[config.mk]
export PLATFORM = sky130hd
export DESIGN_NAME = bcm_timer
export DESIGN_NICKNAME = d
export VERILOG_FILES = /design/src/hdl/bcm_timer.sv
export SDC_FILE = /design/constraint.sdc
export NUM_CORES = 1
export LEC_CHECK = 0
export BUFFER_PORTS_ARGS = -buffer_cell sky130_fd_sc_hd__buf_2
export CAP_MARGIN = 5
export CORE_MARGIN = 4
export CORE_UTILIZATION = 48
export DETAILED_ROUTE_END_ITERATION = 6
export GPL_TIMING_DRIVEN = 0
export PLACE_DENSITY_LB_ADDON = 0.1
export SLEW_MARGIN = 20
export SYNTH_ARGS = -nofsm -noshare
export SYNTH_HDL_FRONTEND = slang
export SYNTH_SLANG_ARGS = --single-unit
[constraint.sdc]
create_clock -name clk_i -period 3.05 [get_ports clk_i]
set_clock_uncertainty 0.15 [all_clocks]
set_input_delay 0.61 -clock clk_i [delete_from_list [all_inputs] [get_ports clk_i]]
set_output_delay 0.61 -clock clk_i [all_outputs]
set_load 0.01 [all_outputs]
[src/hdl/bcm_timer.sv]
`timescale 1ns/1ps

module bcm_timer
  (input  logic       clk_i,
   input  logic       rst_i,
   input  logic       load_i,
   input  logic [2:0] plane_i,
   output logic       done_o);

  logic [7:0] weight;
  logic [7:0] count;

  ////////////////////////////////////////
  // plane weights
  ////////////////////////////////////////

  always_comb
    case (plane_i)
      3'd7: weight = 8'd255;  // 256 does not fit
      3'd6: weight = 8'd128;
      3'd5: weight = 8'd64;
      3'd4: weight = 8'd32;
      3'd3: weight = 8'd16;
      3'd2: weight = 8'd8;
      3'd1: weight = 8'd4;
      3'd0: weight = 8'd2;
    endcase

  always_ff @(posedge clk_i or posedge rst_i)
    if (rst_i)
      count <= 8'd0;
    else if (load_i)
      count <= weight;
    else if (count != 8'd0)
      count <= count - 1'b1;

  assign done_o = (count == 8'd0);

  // the FSM only latches once the previous on-time is over
  load_when_idle: assert property (
    @(posedge clk_i) disable iff (rst_i)
    load_i |-> count == 8'd0);

endmodule

==> summary.md <==
| Metric | Value |
|---|---|
| Worst-case reg-to-reg path depth | 5 |
| Starting Density | 53.6% |
| CP max stage cell | or3b_2 |
| Critical path startpoint category | flip-flop |
| Top flop regs | count (8) |
| Worst setup EP type | primary output |
| Post-DRT Antenna Nets | 0 |
| Largest register FFs | 8 |
| R2r setup slk | 1.19 ns |
| PostCTS Resize Cnt | 0 |
| Share of post-route cells with drive strength above 1 | 21.3% |
| Inserted Clock Buffers | 3 |
| Setup Total Neg Slack | 0 ns |
| Grt ovf | 0 |
| Reg with most FFs | count |
| Post-placement setup slack | 0.745 ns |
| Port buffer count | 5 |
| Die area | 1950 um2 |
| Initial antenna violation count | 0 |
| Multi-input combinational cell area | 385 um2 |
| Largest net degree at the start of global routing | 11 |
| Worst EP required | between 2 and 2.5 ns |
| H-tree depth | 1 |
| Finished layout cell area | 693 um2 |
| Vias in the first global route | between 500 and 600 |
| Average wire per standard cell | ~15 um |
| Final setup fails | 0 |
| Synthesized instance count | 67 |
| FF-to-FF Start | count[0] |
| LEAKAGE | ~0.30 nW |
| Initial DRC count | 22 |
| Area after DPL | 671 um2 |
| Highest clock rate | 0.383 GHz |
| RD Place Congestion | 0.790 |
| Final Hold Vio Count | 0 |
| Vias per cell | around 6 |
| Die height | 44.2 um |
| Max Cap Viol | 0 |
| Placed wire-length estimate | around 1100 um |
| Critical Path Source | count[0] |
| Worst hold path type | in2async |
| Worst-path maximum fanout | 5 |
| Core Box Area | 1170 um2 |
| Status | complete, no violations |
| Peak VDD IR | 0.377 mV |
| Syn Nets | 78 |
| Unique masters post-synth | 33 |
| Min cycle time layout | roughly 2.6 ns |
| Clock Sinks | 8 |
| CTS hold repair buffers | 0 |
| RSZ-0062 raised after global routing | false |
| Post-synthesis sequential area ratio | 31.9% |
| Worst-path clk slew | 0.06 ns |
| Area Overhead vs Synth | 10.4% |
| DIE WIDTH | roughly 44 um |
| Final Cycle Share | ~86% |
| Ant diodes | 0 |
| Vias after detailed routing | 539 |
| Slew Viols, Final | 0 |
| Ys flop type | dfrtp_1 |
| Mapped cell area | 628 um2 |
| Largest stage delay on the critical path | 0.55 ns |
| Crit path arrival time | 1.85 ns |
| CP bufs+invs | 2 |
| Critical path type | reg2out |
| Critical R2R Capture | count[1] |
| Final core occ | about three fifths |
| Cell Chain, Critical Path | inv_1 -> ha_1 -> or3b_2 -> nor2_4 -> buf_2 |
| FFs w/ async S/R, synth | 100% |
| Post-CTS Setup Repair Bufs | 0 |
| YS warnings | 0 |
| TritonCTS clock tree | yes |
| Final Worst Setup Slack | 0.442 ns |
| PD cells | 463 nW/um2 |
| Clk Latency, worst-skew pair | between 0.2 and 0.3 ns |
| DRT Pass-1 Iters | 4 |
| Gr usage total | 16.2% |
| Register Area | 200 um2 |
| EDFF count, synth | 0 |
| Clock root cell | clkbuf_4 |
| Io pins | 7 |
| Final nets | 88 |
| Flops & latches, synth | 8 |
| Remaining DRCs | 0 |
| Clock tree buffer depth | 2 |
| Final wirelength | 1370 um |
| Min Hold Slack | 0.138 ns |
| Average size of a mapped cell | 9.37 um2 |
| Worst-margin pin slew | about 0.48 ns |
| Delay-heaviest family, CP | simple AND/OR/NAND/NOR gates |
| First-pass GRT wire length | 2270 um |
| Filler cell count | 102 |
| Slew HR | 67.6% |
| Rows | 12 |
[kinds of logic (layout without fill, tap and decap cells)]
| kind of cell | after synthesis | after routing | synth area share (%) |
|---|---|---|---|
| XOR/XNOR | 1 | 1 | 1.39 |
| flip-flops | 8 | 8 | 31.9 |
| AO/OA/AOI/OAI | 17 | 17 | 19.7 |
| adder cells (fa/ha/maj) | 5 | 5 | 9.96 |
| buffers and inverters | 9 | 17 | 6.77 |
| AND/OR/NAND/NOR | 26 | 26 | 28.7 |
| multiplexers | 1 | 1 | 1.59 |
[per-stage QoR]
stage / cells / total power, mW
floorplan: 67 / 0.214
global placement: 86 / 0.237
detailed placement: 86 / 0.240
CTS: 89 / 0.320
global route: 89 / 0.341
finish: 89 / 0.321
[placed cells by master (no fill, tap or decap), types with 2 or more instances in the layout]
master / instances
inv_1: 7
a21oi_1: 4
nor2_1: 3
o31ai_1: 2
ha_1: 5
nand2_1: 4
o221ai_1: 2
o21ai_1: 2
a32oi_1: 2
nand2b_1: 5
nor3b_1: 2
clkbuf_4: 3
dfrtp_1: 8
buf_2: 5
[worst max-delay path by stage]
stage,end,slack (ns),depth (start not counted)
2_1_floorplan,done_o,0.98,4
3_3_place_gp,done_o,0.74,5
3_5_place_dp,done_o,0.74,5
4_1_cts,done_o,0.47,5
5_1_grt,done_o,0.36,5
6_report,done_o,0.44,5
[synthesized netlist by cell type (all sizes together), types with 2 or more instances]
library cell	count	area (um2)
o21ai	2	10.0
nor3b	2	15.0
o31ai	2	15.0
a32oi	2	17.5
ha	5	62.6
inv	7	26.3
nor2	4	22.5
o221ai	2	17.5
a21oi	4	20.0
nor4	2	27.5
nand2	4	15.0
dfrtp	8	200
nor3	2	15.0
nand2b	5	31.3
[where the power goes]
group / total, mW / internal, mW / switching (mW) / leakage [nW]
clock network: 0.0815 / 0.0451 / 0.0364 / 0.0138
registers: 0.147 / 0.121 / 0.0257 / 0.0988
logic: 0.0925 / 0.0423 / 0.0502 / 0.187
[cell type report]
type                            instances  share of cell area [%]
Buffer                                  2                    2.35
Inverter                                7                    3.79
Clock buffer                            3                    3.25
Timing Repair Buffer                    5                    3.61
Tap cell                               14                    2.53
Multi-Input combinational cell         50                    55.6
Sequential cell                         8                    28.9
[worst register-to-register path, stage by stage (launching register included)]
cell and delay, ns:
dfrtp_1 0.43, inv_1 0.10, ha_1 0.24, nor3b_1 0.44, a21oi_1 0.14, a221oi_1 0.24
[layer usage]
layer / vias up / part of all wire [%] / global-route usage [%] / wire length (um)
li1: 265 / - / - / -
met1: 261 / 47 / 19.2 / 646
met2: 9 / 47 / 25.0 / 647
met3: 4 / 3.5 / 7.32 / 48
met4: 0 / 1.8 / 7.23 / 25
met5: - / 0 / 0 / 0
(Power assumes the default switching activity.)
