==> config.mk <==
export PLATFORM = sky130hd
export DESIGN_NAME = bitplane_select
export DESIGN_NICKNAME = d
export VERILOG_FILES = /design/src/hdl/led_pkg.sv /design/src/hdl/bitplane_select.sv
export SDC_FILE = /design/constraint.sdc
export NUM_CORES = 1
export LEC_CHECK = 0
export ABC_AREA = 1
export BUFFER_PORTS_ARGS = -buffer_cell sky130_fd_sc_hd__buf_2
export CAP_MARGIN = 20
export CORE_UTILIZATION = 30
export CTS_BUF_LIST = sky130_fd_sc_hd__clkbuf_4 sky130_fd_sc_hd__clkbuf_8
export DETAILED_ROUTE_END_ITERATION = 8
export PLACE_DENSITY = 0.67
export SLEW_MARGIN = 20
export SYNTH_ARGS = -nofsm -noshare
export SYNTH_HDL_FRONTEND = slang
export SYNTH_SLANG_ARGS = --single-unit
==> constraint.sdc <==
create_clock -name clk_i -period 1.5 [get_ports clk_i]
set_clock_uncertainty 0.2 [all_clocks]
set_input_delay 0.3 -clock clk_i [delete_from_list [all_inputs] [get_ports clk_i]]
set_output_delay 0.3 -clock clk_i [all_outputs]
set_load 0.03 [all_outputs]
==> src/hdl/led_pkg.sv <==
package led_pkg;

  ////////////////////////////////////////
  // bus bundles
  ////////////////////////////////////////

  // classic pipelined request from the master
  typedef struct packed {
    logic        cyc;
    logic        stb;
    logic        we;
    logic [31:0] adr;   // byte address
    logic [3:0]  sel;   // byte enables
    logic [31:0] dat;
  } wb_req_t;

  typedef struct packed {
    logic        ack;
    logic        stall; // tied low
    logic [31:0] dat;
  } wb_rsp_t;

  ////////////////////////////////////////
  // pixel and panel types
  ////////////////////////////////////////

  typedef struct packed {
    logic [7:0] r;
    logic [7:0] g;
    logic [7:0] b;      // lowest byte
  } pixel_t;

  typedef struct packed {
    logic r;
    logic g;
    logic b;
  } rgb_t;

  typedef struct packed {
    logic [3:0] row;
    rgb_t       rgb0;   // upper half
    rgb_t       rgb1;   // lower half
    logic       lat;
    logic       sclk;
    logic       oe_n;
  } panel_o_t;

  // control part of the panel bundle, formed by the scan FSM
  typedef struct packed {
    logic [3:0] row;
    logic       lat;
    logic       sclk;
    logic       oe_n;
  } panel_ctl_t;

  typedef enum logic [2:0] {
    S_IDLE,
    S_READ1,
    S_READ2,
    S_CLOCK,
    S_LATCH,
    S_DELAY
  } scan_state_t;

endpackage

==> src/hdl/bitplane_select.sv <==
`timescale 1ns/1ps

module bitplane_select
  (input  logic             clk_i,
   input  logic             rst_i,
   input  led_pkg::pixel_t  pix_i,
   input  logic [2:0]       plane_i,
   input  logic             cap0_i,
   input  logic             cap1_i,
   output led_pkg::rgb_t    rgb0_o,
   output led_pkg::rgb_t    rgb1_o);

  import led_pkg::*;

  rgb_t plane_bits;

  // one bit of each colour level
  always_comb
  begin
    plane_bits.r = pix_i.r[plane_i];
    plane_bits.g = pix_i.g[plane_i];
    plane_bits.b = pix_i.b[plane_i];
  end

  ////////////////////////////////////////
  // shift data registers
  ////////////////////////////////////////

  always_ff @(posedge clk_i or posedge rst_i)
    if (rst_i)
    begin
      rgb0_o <= '0;
      rgb1_o <= '0;
    end
    else
    begin
      if (cap0_i)
        rgb0_o <= plane_bits;  // upper half
      if (cap1_i)
        rgb1_o <= plane_bits;  // lower half
    end

endmodule

==> results of run 1 <==
==> cell type report <==
cell class / instances / area (um2) / share of cell area
Clock buffer: 3 / 22.52 / 0.03061
Inverter: 24 / 90.09 / 0.1224
Timing Repair Buffer: 37 / 190.2 / 0.2585
Sequential cell: 6 / 150.1 / 0.2041
Tap cell: 16 / 20.02 / 0.02721
Multi-Input combinational cell: 63 / 262.8 / 0.3571
==> logic make-up (layout without fill, tap and decap cells) <==
group / after synthesis / after routing / synth area share
flops: 6 / 6 / 0.2878
buf+inv: 26 / 64 / 0.2086
simple gates: 63 / 63 / 0.5036
==> worst reg2reg max path, delay by kind of cell (launching register included) <==
family,cells,cell delay [ps]
simple gates,2,120
flops,1,370
==> flip-flops by register name, summed over array words and instances, names as in the netlist <==
signal	flops
rgb1_o	3
rgb0_o	3
==> layer usage <==
layer	vias to the layer above	wire, um	global-route usage
li1	357	-	-
met1	272	596	0.1891
met5	-	0	0
met3	0	73	0.06250
met2	22	621	0.2478
met4	0	0	0.03750
==> placed cells by master, fill, tap and decap left out, drive strengths merged <==
cell	n
buf	36
clkbuf	3
dfrtp	6
dlygate4sd3	1
inv	24
nand2	42
nand3	21
==> worst max path at each step <==
stage	startpoint	endpoint	slack [ps]	cells after the start
floorplan	plane_i[0]	rgb0_o[0]	420	7
global route	rgb1_o[0]	rgb1_o[0]	170	1
CTS	rgb0_o[1]	rgb0_o[1]	190	1
detailed placement	plane_i[0]	rgb0_o[2]	100	8
finish	rgb0_o[1]	rgb0_o[1]	200	1
global placement	plane_i[0]	rgb0_o[2]	120	8
==> per-stage QoR <==
step / hold WS (ps) / setup WS (ps)
3_3_place_gp: 24.35 / 122.5
3_5_place_dp: 24.78 / 97.78
2_1_floorplan: -109.0 / 417.5
5_1_grt: 134.5 / 168.9
6_report: 138.9 / 201.1
4_1_cts: 129.1 / 191.5
==> power groups by stage <==
stage | Combinational [mW] | Sequential (mW) | Clock (mW)
2_1_floorplan | 0.0802 | 0.237 | 0
3_3_place_gp | 0.196 | 0.195 | 0
3_5_place_dp | 0.197 | 0.195 | 0
4_1_cts | 0.200 | 0.192 | 0.158
5_1_grt | 0.222 | 0.195 | 0.169
6_report | 0.199 | 0.192 | 0.152
==> timing repair <==
item,CTS,global route
hold buffers,1,0
hold endpoints to repair,6,0
buffers inserted,0,0
setup endpoints to repair,0,0
==> run summary, run 1 <==
The run finished, with violations left. The final reports fail on design-rule violations. For the core utilization of the finished layout, the log shows 0.4719. The internal power of the cells totals 0.3496 mW. Via count of the first global-routing pass: 558. Yosys printed 0 warnings. The timing-limited maximum frequency was 769.9 MHz; the core region area was 1559 um2. The routed wire length per instance is 8.664 um, and the half-perimeter wire length of the detailed placement result is 1.052 mm. In the final design database the tool counted 166 nets. The run gives 0 as the setup-violating endpoint count in the final report. The largest individual stage delay along the critical path comes from the cell dfrtp_1.

The first routing iteration left 16 violations. Setup repair after global routing left no endpoint under its margin. The number of resized instances in the post-cts repair step was 0. The post-detailed-placement cell area is 703.2 um2, and the clock transition at the registers of the reported paths is 40 ps.

Sorting the synthesized cells by area gives the leading types as nand2_1, dfrtp_1, nand3_1. Across the run, the number of max-cap violations was 0. The tools report the part of the power in the clock network as 0.280. The layout has 167 filler cells. TritonCTS built the clock tree.

The tools report the final non-filler cell area as 735.7 um2. The starting density of the core was 0.3347; the via density per instance was 4.369. The share of the synthesized area in the top cell type was 0.3022. The nature of the critical path startpoint was a flop.

Wires add up to 1.291 mm. Walking the worst path, the cells encountered are buf_2. On the critical path the largest part of the delay comes from flip-flops. In this run the critical register-to-register path is captured at rgb0_o[1]. Counting flops and latches in the post-synthesis netlist gives 6. The worst hold path begins at cap0_i. Number of max-slew violations in the final report: 0. The count of flip-flops with a built-in enable after synthesis was 0. The startpoint identified for the worst register-to-register timing path is rgb0_o[1]. The total negative slack for setup checks was 0 ps; the die extent in x was 43.71 um. The number of nets in the synthesized netlist is 126. The post-layout minimum cycle time came out at 1299 ps.

Data on the critical path arrives at its endpoint at 800 ps. The headroom to the max-slew limit was 0.8454. The register-to-register setup slack was 690 ps; the required time of the worst setup path was 1000 ps. After synthesis, the most frequently instantiated cells are nand2_1, inv_1, nand3_1, dfrtp_1. The CTS H-tree depth was 1; the peak ir drop on the vdd network was 547.5 uV. Synthesis produced 95 cells.

After synthesis the cells add up to 521.8 um2. The run gives 0 as the antenna cell count. The share of flip-flops with an asynchronous set or reset after synthesis was 1.000; the power spent charging and discharging nets was 0.1933 mW.

The count of buffer and inverter cells on the critical path works out to 1. Port buffering added 36 buffers. Hold violation total from the final report: 0. The initialized floorplan defines 14 standard-cell rows.

No sink is reached through more buffers than the 2 on the longest clock path. The switching share of power came out at 0.3561. The number of remaining DRC errors is 1, and the number of top-level pins is 37.

The floorplan step defined a die boundary enclosing 1910 um2. Overall power consumption after layout is estimated at 0.5429 mW. The logs give 0.1531 for the overall fraction of global-route tracks in use and 0.7990 for the last weighted congestion value of the routability-driven placer.

The worst hold path was traced through 3 stages. The total overflow left after global routing is 0. From synthesis to final layout, the design area changed by 41.01%. The number of clock buffers added by TritonCTS is 3. The slew at the pin closest to its max-slew limit works out to 231.6 ps. The cell at the root of the clock tree is clkbuf_4. Once detail routing completed, the nets flagged for antenna violations numbered 0.

In this run the mean area of a mapped cell was 5.492 um2. The portion of the post-synthesis area used by sequential elements is 0.2878. The tools report the first-pass iteration count of the detailed router as 6. The height of the die is 43.71 um, and the standby leakage power is 0.5139 nW. The synthesized design spends more area on one cell type than any other, namely nand2_1.

For this design the ratio of total power to cell area is 737.9 nW/um2. Clock latency on the worst-skew pair, taken at its later pin, is 240 ps. The logs give 6 for the number of clock sinks and 0.354 for the sequential share of power.

The cell with the most instances after synthesis was nand2_1. The path with the worst hold slack has its endpoint at rgb0_o[2]. The share of layout cells above drive strength 1 was 0.3008. STA classifies the critical path endpoint as an output port. The share of the cycle needed by the critical path after routing works out to 0.8659. The min-delay analysis places its worst path in the category in -> reg. The tools report the wire length of the first global-routing pass as 2.187 mm. Number of placed instances with taps included: 145. The stage delay of the slowest cell on the critical path came out at 370 ps.

The worst setup path is of the reg -> out kind. Of all nets on the critical path, the largest fanout is 2. The pin count of the biggest net entering global routing came out at 14. For the initial antenna violation count, the log shows 0.

The number of cells on the worst reg-to-reg path is 2. Yosys mapped the design onto 7 distinct sky130hd cell types. Among all flip-flop cells after synthesis, the most frequent one is dfrtp_1. The finished layout holds 149 standard cells, fillers aside.

Summing over every cut layer, the via total after detailed routing is 651. The combinational fraction of design power was 0.366.
Note: power is estimated with default switching activity, not from simulation.
==> inputs of run 2 (changes only) <==
--- a/config.mk
+++ b/config.mk
@@ -10,8 +10,8 @@
 export CAP_MARGIN = 20
 export CORE_UTILIZATION = 30
 export CTS_BUF_LIST = sky130_fd_sc_hd__clkbuf_4 sky130_fd_sc_hd__clkbuf_8
+export CTS_CLUSTER_DIAMETER = 80
 export DETAILED_ROUTE_END_ITERATION = 8
-export PLACE_DENSITY = 0.67
 export SLEW_MARGIN = 20
 export SYNTH_ARGS = -nofsm -noshare
 export SYNTH_HDL_FRONTEND = slang
==> run summary, run 2 (same netlist as run 1, synthesis figures left out) <==
Maximum fanout encountered on the critical timing path: 2 (unchanged). The checks that failed: design-rule violations. The routed wire length per instance came out at 8.946 um (+3.3%). The area of the die is 1910 um2 (unchanged), and the sum of routed wire length over all layers is 1.333 mm (+3.3%). The share of layout cells above drive strength 1 was 0.3008 (unchanged).

The run gives 0 (unchanged) as the hold violation total from the final report. In the layout the commonest cells are nand2_1, buf_2, inv_1, nand3_1, dfrtp_1. Final-stage net count: 166 (unchanged).

Slew at the pin closest to its max-slew limit: 238.0 ps (+6.431 ps). For the number of top-level pins, the log shows 37 (unchanged). The register-to-register setup slack is 680 ps (about the same), and the post-layout minimum cycle time is 1314 ps (+15.50 ps). The overflow left after global routing was 0 (unchanged).

The total power is 0.5382 mW (-0.86%), and the first-pass iteration count of the detailed router is 6 (unchanged). Setup repair after global routing left no endpoint under its margin. The stage delay of the slowest cell on the critical path was 390 ps (+20 ps). Number of buffers added on ports: 36 (unchanged). For the overall fraction of global-route tracks in use, the log shows 0.1678 (+0.01471). The wire length of the first global-routing pass was 2.387 mm (+9.1%); the number of remaining DRC errors was 1 (unchanged).

The run gives 0.8411 (-0.004292) as the headroom to the max-slew limit. The tools report the total negative slack for setup checks as 0 ps (unchanged). For the setup-violating endpoint count in the final report, the log shows 0 (unchanged). By startpoint and endpoint, the worst setup path is classified as reg -> out. The tools report the CTS H-tree depth as 1 (unchanged). The run gives 810 ps (about the same) as the arrival time of data at the critical path endpoint. The nature of the critical path startpoint is a flop. The largest registers in the layout are rgb0_o (3), rgb1_o (3). The clock latency at the later pin of the worst-skew pair was 250 ps (about the same); the height of the die was 43.71 um (unchanged).

The number of placed instances with taps included was 145 (unchanged). The max-cap check violation count was 0 (unchanged); the die extent in x was 43.71 um (unchanged). The number of clock sinks came out at 6 (unchanged). The run gives 0.3347 (unchanged) as the starting density of the core. The tightest min-delay check is of the in -> reg type. The run gives 2 (unchanged) as the maximum clock insertion buffer count. Leaving out fill and tap cells, the most frequent cell in the layout is nand2_1. The layout overhead on the synthesized area was 41.01% (unchanged); the initial antenna violation count was 0 (unchanged).

The via density per instance came out at 4.309 (-1.4%). On the critical path the largest part of the delay comes from flip-flops. The core region area was 1559 um2 (unchanged).

For the number of resized instances in the post-cts repair step, the log shows 0 (unchanged). The worst setup path is captured at an output port. The count of buffer and inverter cells on the critical path came out at 1 (unchanged). The clock transition at the registers of the reported paths was 40 ps (about the same). Number of max-slew violations in the final report: 0 (unchanged). TritonCTS built the clock tree.

The standby leakage power is 0.5139 nW (unchanged), and the required time of the worst setup path is 1000 ps (about the same). The launching point of the worst reg2reg path is rgb0_o[2]. The count of placed standard cells in the final layout, fillers left out is 149 (unchanged), and the count of vias placed by the detailed router is 642 (-1.4%). The logs give 3 (unchanged) for the number of clock buffers inserted by TritonCTS and 461.5 uV (-16%) for the peak ir drop on the vdd network. Walking the worst path, the cells encountered are buf_2.

The half-perimeter wire length of the detailed placement result came out at 1.119 mm (+6.4%). The worst hold path begins at cap1_i. In this run the clock root is driven by a clkbuf_4.

The power density relative to cell area is 731.6 nW/um2 (-0.86%). The critical path starts at rgb0_o[2]. For the antenna cell count, the log shows 0 (unchanged). The last weighted congestion value of the routability-driven placer came out at 0.7777 (-2.7%). The run finished, with violations left. The number of DRC markers in iteration 0 came out at 14 (-2). The tools report the site row count as 14 (unchanged).

The share of the cycle needed by the critical path after routing is 0.8763 (+0.01033). Timing-limited maximum frequency: 760.8 MHz (-1.2%). The via count of the first global-routing pass was 621 (+11%). For the remaining antenna violation count, the log shows 0 (unchanged). Cell with the largest stage delay on the worst path: dfrtp_1.

The pin count of the biggest net entering global routing came out at 14 (unchanged).
-- run 2: cell counts in the layout (fill, tap and decap cells not counted) --
Identical to the previous run, type by type.
-- run 2: worst paths after layout --
| kind | to | cells after the start |
|---|---|---|
| max | rgb0_o[2] | 1 |
| max in group asynchronous | rgb1_o[1] | 3 |
| min in group asynchronous | rgb0_o[1] | 3 |
| max reg2reg | rgb0_o[2] | 2 |
| min reg2reg | rgb1_o[1] | 2 |
| min | rgb1_o[1] | 3 |
-- run 2: power breakdown --
part           internal [mW]  leakage [nW]  total (mW)  switching [mW]
registers              0.183        0.0724       0.193          0.0100
clock network         0.0904        0.0138       0.147          0.0567
logic                 0.0760         0.428       0.198           0.122
total                  0.349         0.514       0.538           0.189
-- run 2: area by class of cell --
| cell class | count | area [um2] |
|---|---|---|
| clock buffer | 3 | 22.52 |
| fill | 174 | 823.3 |
| inverter | 24 | 90.09 |
| multi-input combinational | 63 | 262.8 |
| sequential | 6 | 150.1 |
| tap | 16 | 20.02 |
| timing repair buffer | 37 | 190.2 |
-- run 2: stage by stage --
step | setup WS (ps) | hold slack [ps] | instance area (um2) | utilization
global route | 172.2 | 154.8 | 735.7 | 0.4719
CTS | 176.0 | 138.0 | 735.7 | 0.4719
detailed placement | 112.3 | 29.13 | 703.2 | 0.4510
finish | 185.6 | 139.0 | 735.7 | 0.4719
global placement | 117.9 | 25.60 | 703.2 | 0.4510
floorplan | 417.5 | -109.0 | 521.8 | -
-- run 2: repair_timing --
action	in CTS	in global routing
hold endpoints to repair	6	0
buffers inserted	0	0
hold buffers	1	0
-- run 2: per-layer routing --
layer	GRT usage	up-vias	share of wire	routed length [um]
met2	0.2746	20	0.47	627
met4	0.05625	0	0.011	15
met3	0.06250	2	0.074	99
li1	-	356	-	-
met1	0.2021	264	0.44	590
met5	0	-	0	0
