[src/hdl/led_pkg.sv]
package led_pkg;

  ////////////////////////////////////////
  // bus bundles
  ////////////////////////////////////////

  // classic pipelined request from the master
  typedef struct packed {
    logic        cyc;
    logic        stb;
    logic        we;
    logic [31:0] adr;   // byte address
    logic [3:0]  sel;   // byte enables
    logic [31:0] dat;
  } wb_req_t;

  typedef struct packed {
    logic        ack;
    logic        stall; // tied low
    logic [31:0] dat;
  } wb_rsp_t;

  ////////////////////////////////////////
  // pixel and panel types
  ////////////////////////////////////////

  typedef struct packed {
    logic [7:0] r;
    logic [7:0] g;
    logic [7:0] b;      // lowest byte
  } pixel_t;

  typedef struct packed {
    logic r;
    logic g;
    logic b;
  } rgb_t;

  typedef struct packed {
    logic [3:0] row;
    rgb_t       rgb0;   // upper half
    rgb_t       rgb1;   // lower half
    logic       lat;
    logic       sclk;
    logic       oe_n;
  } panel_o_t;

  // control part of the panel bundle, formed by the scan FSM
  typedef struct packed {
    logic [3:0] row;
    logic       lat;
    logic       sclk;
    logic       oe_n;
  } panel_ctl_t;

  typedef enum logic [2:0] {
    S_IDLE,
    S_READ1,
    S_READ2,
    S_CLOCK,
    S_LATCH,
    S_DELAY
  } scan_state_t;

endpackage

[src/hdl/wb_pixel_port.sv]
`timescale 1ns/1ps

module wb_pixel_port
  #(parameter int COL = 32,
    parameter int ROW = 16)
  (input  logic                            clk_i,
   input  logic                            rst_i,
   input  led_pkg::wb_req_t                req_i,
   output led_pkg::wb_rsp_t                rsp_o,
   output logic                            mem_we_o,
   output logic [2:0]                      mem_be_o,
   output logic [$clog2(COL*ROW)-1:0]      mem_addr_o,
   output led_pkg::pixel_t                 mem_wdata_o,
   input  led_pkg::pixel_t                 mem_rdata_i);

  import led_pkg::*;

  localparam int AW = $clog2(COL*ROW);

  logic       accept;
  logic [1:0] ack_sr;   // accept delayed by one and two cycles
  pixel_t     rd_data;

  assign accept = req_i.cyc & req_i.stb;

  ////////////////////////////////////////
  // memory bus port
  ////////////////////////////////////////

  assign mem_we_o    = accept & req_i.we;
  assign mem_be_o    = req_i.sel[2:0];     // blue, green, red lanes
  assign mem_addr_o  = req_i.adr[AW+1:2];  // word address
  assign mem_wdata_o = req_i.dat[23:0];

  always_ff @(posedge clk_i or posedge rst_i)
    if (rst_i)
      ack_sr <= 2'b00;
    else
      ack_sr <= {ack_sr[0], accept};

  // RAM output is valid one cycle after accept, hold it for the ack cycle
  always_ff @(posedge clk_i)
    if (ack_sr[0])
      rd_data <= mem_rdata_i;

  always_comb
  begin
    rsp_o.ack   = ack_sr[1];
    rsp_o.stall = 1'b0;
    rsp_o.dat   = {8'h00, rd_data};  // top byte reads as zero
  end

  ////////////////////////////////////////
  // checks
  ////////////////////////////////////////

  ack_follows_accept: assert property (
    @(posedge clk_i) disable iff (rst_i)
    rsp_o.ack |-> $past(accept, 2));

endmodule

[config.mk]
export PLATFORM = sky130hd
export DESIGN_NAME = wb_pixel_port
export DESIGN_NICKNAME = d
export VERILOG_FILES = /design/src/hdl/led_pkg.sv /design/src/hdl/wb_pixel_port.sv
export SDC_FILE = /design/constraint.sdc
export NUM_CORES = 1
export LEC_CHECK = 0
export ABC_AREA = 1
export ABC_CLOCK_PERIOD_IN_PS = 1200
export BUFFER_PORTS_ARGS = -buffer_cell sky130_fd_sc_hd__buf_2
export CORE_UTILIZATION = 26
export CTS_CLUSTER_SIZE = 24
export DETAILED_ROUTE_END_ITERATION = 10
export PLACE_DENSITY = 0.77
export SYNTH_ARGS = -nofsm -noshare
export SYNTH_HDL_FRONTEND = slang
export SYNTH_SLANG_ARGS = --single-unit
[constraint.sdc]
create_clock -name clk_i -period 1.2 [get_ports clk_i]
set_input_delay 0.24 -clock clk_i [delete_from_list [all_inputs] [get_ports clk_i]]
set_output_delay 0.24 -clock clk_i [all_outputs]
set_load 0.02 [all_outputs]
==> results of run 1 <==
final timing paths:
check	end	slack, ns	cells past startpoint
max in group asynchronous	ack_sr[0]	0.70	3
min reg2reg	rsp_o[6]	0.62	1
max	rsp_o[0]	0.14	1
max reg2reg	rsp_o[11]	0.30	1
min in group asynchronous	ack_sr[1]	0.38	3
min	rsp_o[16]	0.15	1
registers in the layout, indices dropped and copies added, names as in the netlist:
signal,flops
rsp_o,24
ack_sr,2
power by group through the flow:
stage               sequential [mW]  clock [mW]  combinational (mW)
global placement               1.06           0               0.170
CTS                            1.04       0.538               0.177
finish                         1.04       0.527               0.174
floorplan                      1.12           0               0.234
detailed placement             1.06           0               0.174
global route                   1.05       0.576               0.192
cell usage after synthesis:
cell type / n
buf_4: 46
edfxtp_1: 24
inv_1: 3
dfrtp_1: 2
conb_1: 1
nand2_1: 1
nor2_2: 1
cell type report:
| cell class | instances | area [um^2] | share of cell area |
|---|---|---|---|
| flip-flops and latches | 26 | 771 | 0.622 |
| repair buffers | 57 | 295 | 0.238 |
| well taps | 50 | 62.6 | 0.0505 |
| clock buffers | 4 | 55.1 | 0.0444 |
| multi-input cells | 11 | 43.8 | 0.0354 |
| inverters | 3 | 11.3 | 0.00909 |
cell usage in the layout (no fill, tap or decap):
cell and count:
nand2_1 1, buf_2 54, dlygate4sd3_1 1, dfrtp_1 2, buf_4 2, edfxtp_1 24
inv_1 3, nor2_2 1, clkbuf_8 4, conb_1 9
layer usage:
metal	track usage	vias up	part of all wire
li1	-	245	-
met2	0.156	68	0.49
met4	0.0807	0	0.048
met3	0.0667	16	0.25
met5	0	-	0
met1	0.0440	232	0.21
cells by family (layout without fill, tap and decap cells):
| logic type | after synthesis | count (layout) | synth area share |
|---|---|---|---|
| other cells | 1 | 9 | 0.00329 |
| simple gates | 2 | 2 | 0.00877 |
| flops | 26 | 26 | 0.675 |
| buf+inv | 49 | 64 | 0.312 |
per-stage QoR:
step                utilization  worst slack, ns  total power [mW]
floorplan                     -           0.0327              1.35
global route              0.301           0.0972              1.82
global placement          0.285            0.291              1.23
detailed placement        0.285            0.292              1.24
finish                    0.301            0.140              1.74
CTS                       0.301            0.131              1.76
repair_timing:
item | 4_1_cts | 5_1_grt
hold endpoints to repair | 2 | 0
hold buffers | 1 | 0
buffers inserted | 0 | 0
==> summary.txt, run 1 <==
Status
  • Outcome: completed

Floorplanning
  • Core Footprint: 0.00412 mm^2
  • Row count: 23
  • DIE WIDTH: 68.3 um
  • I/O pins: 168
  • Die area: 0.00466 mm^2
  • Starting density of the core: 0.277
  • Height of the die: 68.3 um

Clock network
  • Worst-skew pair later-pin latency: 0.26 ns
  • Root buffer cell: clkbuf_8
  • Clock tree from TritonCTS: yes
  • H-tree depth: 1
  • Post-CTS clock slew at the launch and capture registers of the worst setup and hold paths: 0.08 ns
  • Clock sink count: 26
  • Maximum clock path buffer count: 2
  • Post-CTS sizing: 0
  • Number of buffers inserted during clock tree synthesis: 3

STA
  • Worst setup skew after layout: 0.00339 ns
  • Max-slew violation count: 0
  • Final cycle utilization of the critical path: 0.883
  • Setup_tns: 0 ns
  • Final critical delay including setup and external delays: about 1.1 ns
  • Hold WS: 0.151 ns
  • Setup violation total in the final timing report: 0
  • Setup repair after global routing missed its margin: false
  • Max Freq: 0.944 GHz
  • Number of endpoints with negative hold slack in the final report: 0

Drt
  • Post-detailed-route via-to-cell ratio: 3.72
  • Post-detailed-route count of antenna-violating nets: 0
  • WL per Instance: 14.5 um
  • Via count: about 560
  • Post-detailed-routing wire length: 2.19 mm
  • First-pass DRT Iterations: 2
  • # DRC: 0
  • Drt initial violations: 49

Job
  • Count of max-cap constraint violations: 0

Power
  • Internal Power: 1.39 mW
  • Clock power frac: 0.302
  • Sequential fraction of design power: 0.598
  • Pwr Density: 1410 mW/mm^2
  • Switching power: 0.357 mW
  • Combinational share of power: 0.100
  • Switching share of total power: 0.204
  • VDD IR max: roughly 0.00034 V
  • Leakage power total: 0.561 nW

GRT
  • Largest net degree at the start of global routing: 20
  • Number of antenna violations at the first check in global routing: 0
  • Global router's overall resource usage: 0.0843
  • First-pass GRT wire length: 2.60 mm
  • Vias in the first global route: between 400 and 500
  • Total overflow reported by the global router: 0

Logic synthesis
  • Number of distinct standard cells referenced by the synthesized netlist: 7
  • Cells taking the most area after synthesis: edfxtp_1, buf_4, dfrtp_1, inv_1, nor2_2
  • Dominant cell type by area after synthesis: edfxtp_1
  • Synthesized cell area: between 0.001 and 0.0015 mm^2
  • Cell count after synthesis: 78
  • Area share of the largest cell type after synthesis: 0.632
  • Synthesis-stage register bit count: 26
  • Sequential area share after synthesis: 0.675
  • Yosys Warn Count: 0
  • Average instance area after synthesis: 14.6 um^2

Worst setup path
  • Source of the worst register-to-register timing path: ack_sr[0]
  • CP arrival: about 0.8 ns
  • Startpoint type of the worst setup path: register
  • Delay of the slowest critical-path stage: 0.39 ns
  • Required time of the critical path: 0.96 ns
  • Worst Path Buf+Inv: 1
  • Path type of the worst setup path: register to primary output
  • Cell type of the slowest stage on the worst timing path: edfxtp_1
  • Cell-by-cell trace of the critical path: buf_2
  • Dominant delay contributor by cell family on the critical path: flip-flops
  • Worst Setup SP: rsp_o[0]
  • Worst-path maximum fanout: 1
  • Type of destination of the critical path: primary output

Cells and area
  • Diode count: 0
  • Nets: between 150 and 200
  • Fraction of layout cells with a size suffix above 1: 0.604
  • Cell area after layout: 0.00124 mm^2
  • Area growth from synthesis to layout: 8.55%
  • Fill cell count: 413
  • Cell Count, Final, Fillers Out: 151

Placed design
  • Dpl cell area: 0.00117 mm^2
  • Gpl congestion: 0.550
  • Number of placed instances, taps included: 146
  • Final HPWL from detailed placement: 1.91 mm
  • Count of buffers inserted at the top-level ports: 54

Worst hold path
  • Hold Startpoint: mem_rdata_i[16]
  • Hold WC Path Type: input port to register
Power figures use the tool's default switching activity.
==> inputs of run 2 (changes only) <==
--- a/config.mk
+++ b/config.mk
@@ -7,11 +7,12 @@
 export LEC_CHECK = 0
 export ABC_AREA = 1
 export ABC_CLOCK_PERIOD_IN_PS = 1200
-export BUFFER_PORTS_ARGS = -buffer_cell sky130_fd_sc_hd__buf_2
-export CORE_UTILIZATION = 26
+export CORE_AREA = 2 2 65 67
 export CTS_CLUSTER_SIZE = 24
 export DETAILED_ROUTE_END_ITERATION = 10
-export PLACE_DENSITY = 0.77
+export DIE_AREA = 0 0 67 69
+export DONT_BUFFER_PORTS = 1
+export PLACE_DENSITY = 0.46
 export SYNTH_ARGS = -nofsm -noshare
 export SYNTH_HDL_FRONTEND = slang
 export SYNTH_SLANG_ARGS = --single-unit
==> run 2 against run 1 <==
Worst setup slack gained 0.050 ns. Critical endpoint is now rsp_o[20]. Wire length shrank 1.1%. Critical path type unchanged. First-iteration DRC count shrank 35%.
==> summary.txt, run 2 (synthesis results as in run 1) <==
Worst setup path
  • Path type of the worst setup path: register to primary output
  • Startpoint type of the worst setup path: register
  • Number of cells on the worst reg-to-reg path: 1
  • Endpoint of the most critical register-to-register path: rsp_o[2]
  • Type of destination of the critical path: primary output
  • CP arrival: 0.77 ns
  • Required time of the critical path: ~0.96 ns
  • Worst-path maximum fanout: 1
  • Source of the worst register-to-register timing path: ack_sr[0]
  • Setup slack of the most critical reg-to-reg path: 0.34 ns

Floorplanning
  • Row count: 23
  • Core Footprint: 0.00391 mm^2
  • Starting density of the core: 0.292
  • Height of the die: 69 um
  • DIE WIDTH: approximately 67 um
  • I/O pins: 168
  • Die area: roughly 0.0046 mm^2

Cells and area
  • Sequential cell area: 771 um^2
  • Most frequent standard cell in the layout excluding fill and tap cells: edfxtp_1
  • Area growth from synthesis to layout: -14.7%
  • Nets: between 100 and 150
  • Fill cell count: 424
  • Fraction of layout cells with a size suffix above 1: 0.130
  • Cell area after layout: ~970 um^2
  • Diode count: 0
  • Flip-flop count of the largest register, all copies and words added: 24
  • Multi-input gate area in the final layout: between 40 and 50 um^2
  • Commonest cells after routing, fill and taps aside: edfxtp_1, conb_1, clkbuf_8
  • Finished Core Util: 0.249

Clock network
  • Worst-skew pair later-pin latency: 0.26 ns
  • Root buffer cell: clkbuf_8
  • Clock tree from TritonCTS: yes
  • Number of buffers inserted during clock tree synthesis: 3
  • Number of setup buffers added after CTS: 0
  • Maximum clock path buffer count: 2
  • Clock sink count: 26
  • H-tree depth: 1
  • Post-CTS clock slew at the launch and capture registers of the worst setup and hold paths: 0.09 ns

STA
  • Number of endpoints with negative hold slack in the final report: 0
  • Final cycle utilization of the critical path: 0.842
  • Setup_tns: 0 ns
  • Max Freq: 0.990 GHz
  • Max-slew violation count: 0
  • Setup repair after global routing missed its margin: false
  • Worst setup skew after layout: around 0.0052 ns
  • Final critical delay including setup and external delays: slightly above 1 ns
  • Setup violation total in the final timing report: 0

Drt
  • Via count: around 370
  • Post-detailed-route via-to-cell ratio: 3.83
  • Drt initial violations: 32
  • Post-detailed-route count of antenna-violating nets: 0
  • Post-detailed-routing wire length: 2.16 mm
  • # DRC: 0
  • First-pass DRT Iterations: 4
  • WL per Instance: 22.5 um

GRT
  • First-pass GRT wire length: approximately 2.8 mm
  • Met1 track demand over resource: 0.0695
  • Largest net degree at the start of global routing: 26
  • Number of antenna violations at the first check in global routing: 1
  • Total overflow reported by the global router: 0
  • Vias in the first global route: approximately 410
  • Routing layer with the top usage in global route: met2
  • Global router's overall resource usage: 0.0909
  • Met2 routing resource usage after global routing: 0.156
  • Met3 capacity usage during global routing: 0.0653

Worst hold path
  • Hold Startpoint: mem_rdata_i[9]
  • Worst hold stages: 0
  • Hold WC Path Type: input port to register
  • Min-Delay Endpoint: rsp_o[9]

Power
  • Clock power frac: 0.321
  • Pwr Density: 1740 mW/mm^2
  • VDD IR max: 0.000409 V
  • Combinational share of power: 0.034
  • Switching share of total power: 0.211
  • Sequential fraction of design power: 0.645
  • Leakage power total: between 0.3 and 0.4 nW
  • Switching power: 0.358 mW
  • Internal Power: 1.34 mW

Placed design
  • Count of buffers inserted at the top-level ports: 0
  • Dpl cell area: ~910 um^2
  • Gpl congestion: 0.628
  • Final HPWL from detailed placement: 1.77 mm

Job
  • Count of max-cap constraint violations: 0

Status
  • Outcome: completed
==> run 2: cell count changes in the layout (fill, tap and decap cells not counted) <==
cell | before | now
buf_12 | 0 | 1
buf_4 | 2 | 0
buf_2 | 54 | 0
==> run 2: stage by stage <==
step / cells / setup WS (ns) / hold WS (ns) / total power, mW
finish: 96 / 0.190 / 0.0649 / 1.70
global route: 96 / 0.155 / 0.0398 / 1.79
CTS: 96 / 0.168 / 0.0544 / 1.74
detailed placement: 91 / 0.347 / -0.00389 / 1.17
global placement: 91 / 0.353 / -0.0133 / 1.17
floorplan: 86 / 0.0327 / -0.0188 / 1.35
==> run 2: worst max-delay path by stage <==
stage	start	to	slack [ns]	depth (start not counted)
floorplan	ack_sr[0]	rsp_o[0]	0.03	0
global placement	ack_sr[0]	rsp_o[6]	0.35	1
detailed placement	ack_sr[0]	rsp_o[13]	0.35	1
CTS	rsp_o[9]	rsp_o[9]	0.17	0
global route	rsp_o[9]	rsp_o[9]	0.15	0
finish	rsp_o[20]	rsp_o[20]	0.19	0
==> run 2: repair_timing <==
item                                    4_1_cts  5_1_grt
endpoints found under the setup margin        0        0
hold buffers                                  1        0
gates resized for setup                       0        0
hold endpoints to repair                      2        0
==> run 2: layout make-up <==
| class | count | share of cell area |
|---|---|---|
| sequential | 26 | 0.792 |
| tap | 50 | 0.0643 |
| multi-input combinational | 11 | 0.0450 |
| inverter | 3 | 0.0116 |
| timing repair buffer | 2 | 0.0308 |
| clock buffer | 4 | 0.0566 |
==> run 2: layer usage <==
layer  share of wire  wire [um]  up-vias
met5               0          0        -
met4           0.024         51        0
met3            0.15        334       12
met2            0.55       1200       67
met1            0.27        578      155
li1                -          -      134
==> run 2: power groups by stage <==
| stage | logic (mW) | registers [mW] | clock network, mW |
|---|---|---|---|
| after global routing | 0.0635 | 1.10 | 0.625 |
| after floorplan | 0.234 | 1.12 | 0 |
| after CTS | 0.0580 | 1.10 | 0.581 |
| final | 0.0575 | 1.10 | 0.545 |
| after detailed placement | 0.0551 | 1.12 | 0 |
| after global placement | 0.0538 | 1.12 | 0 |
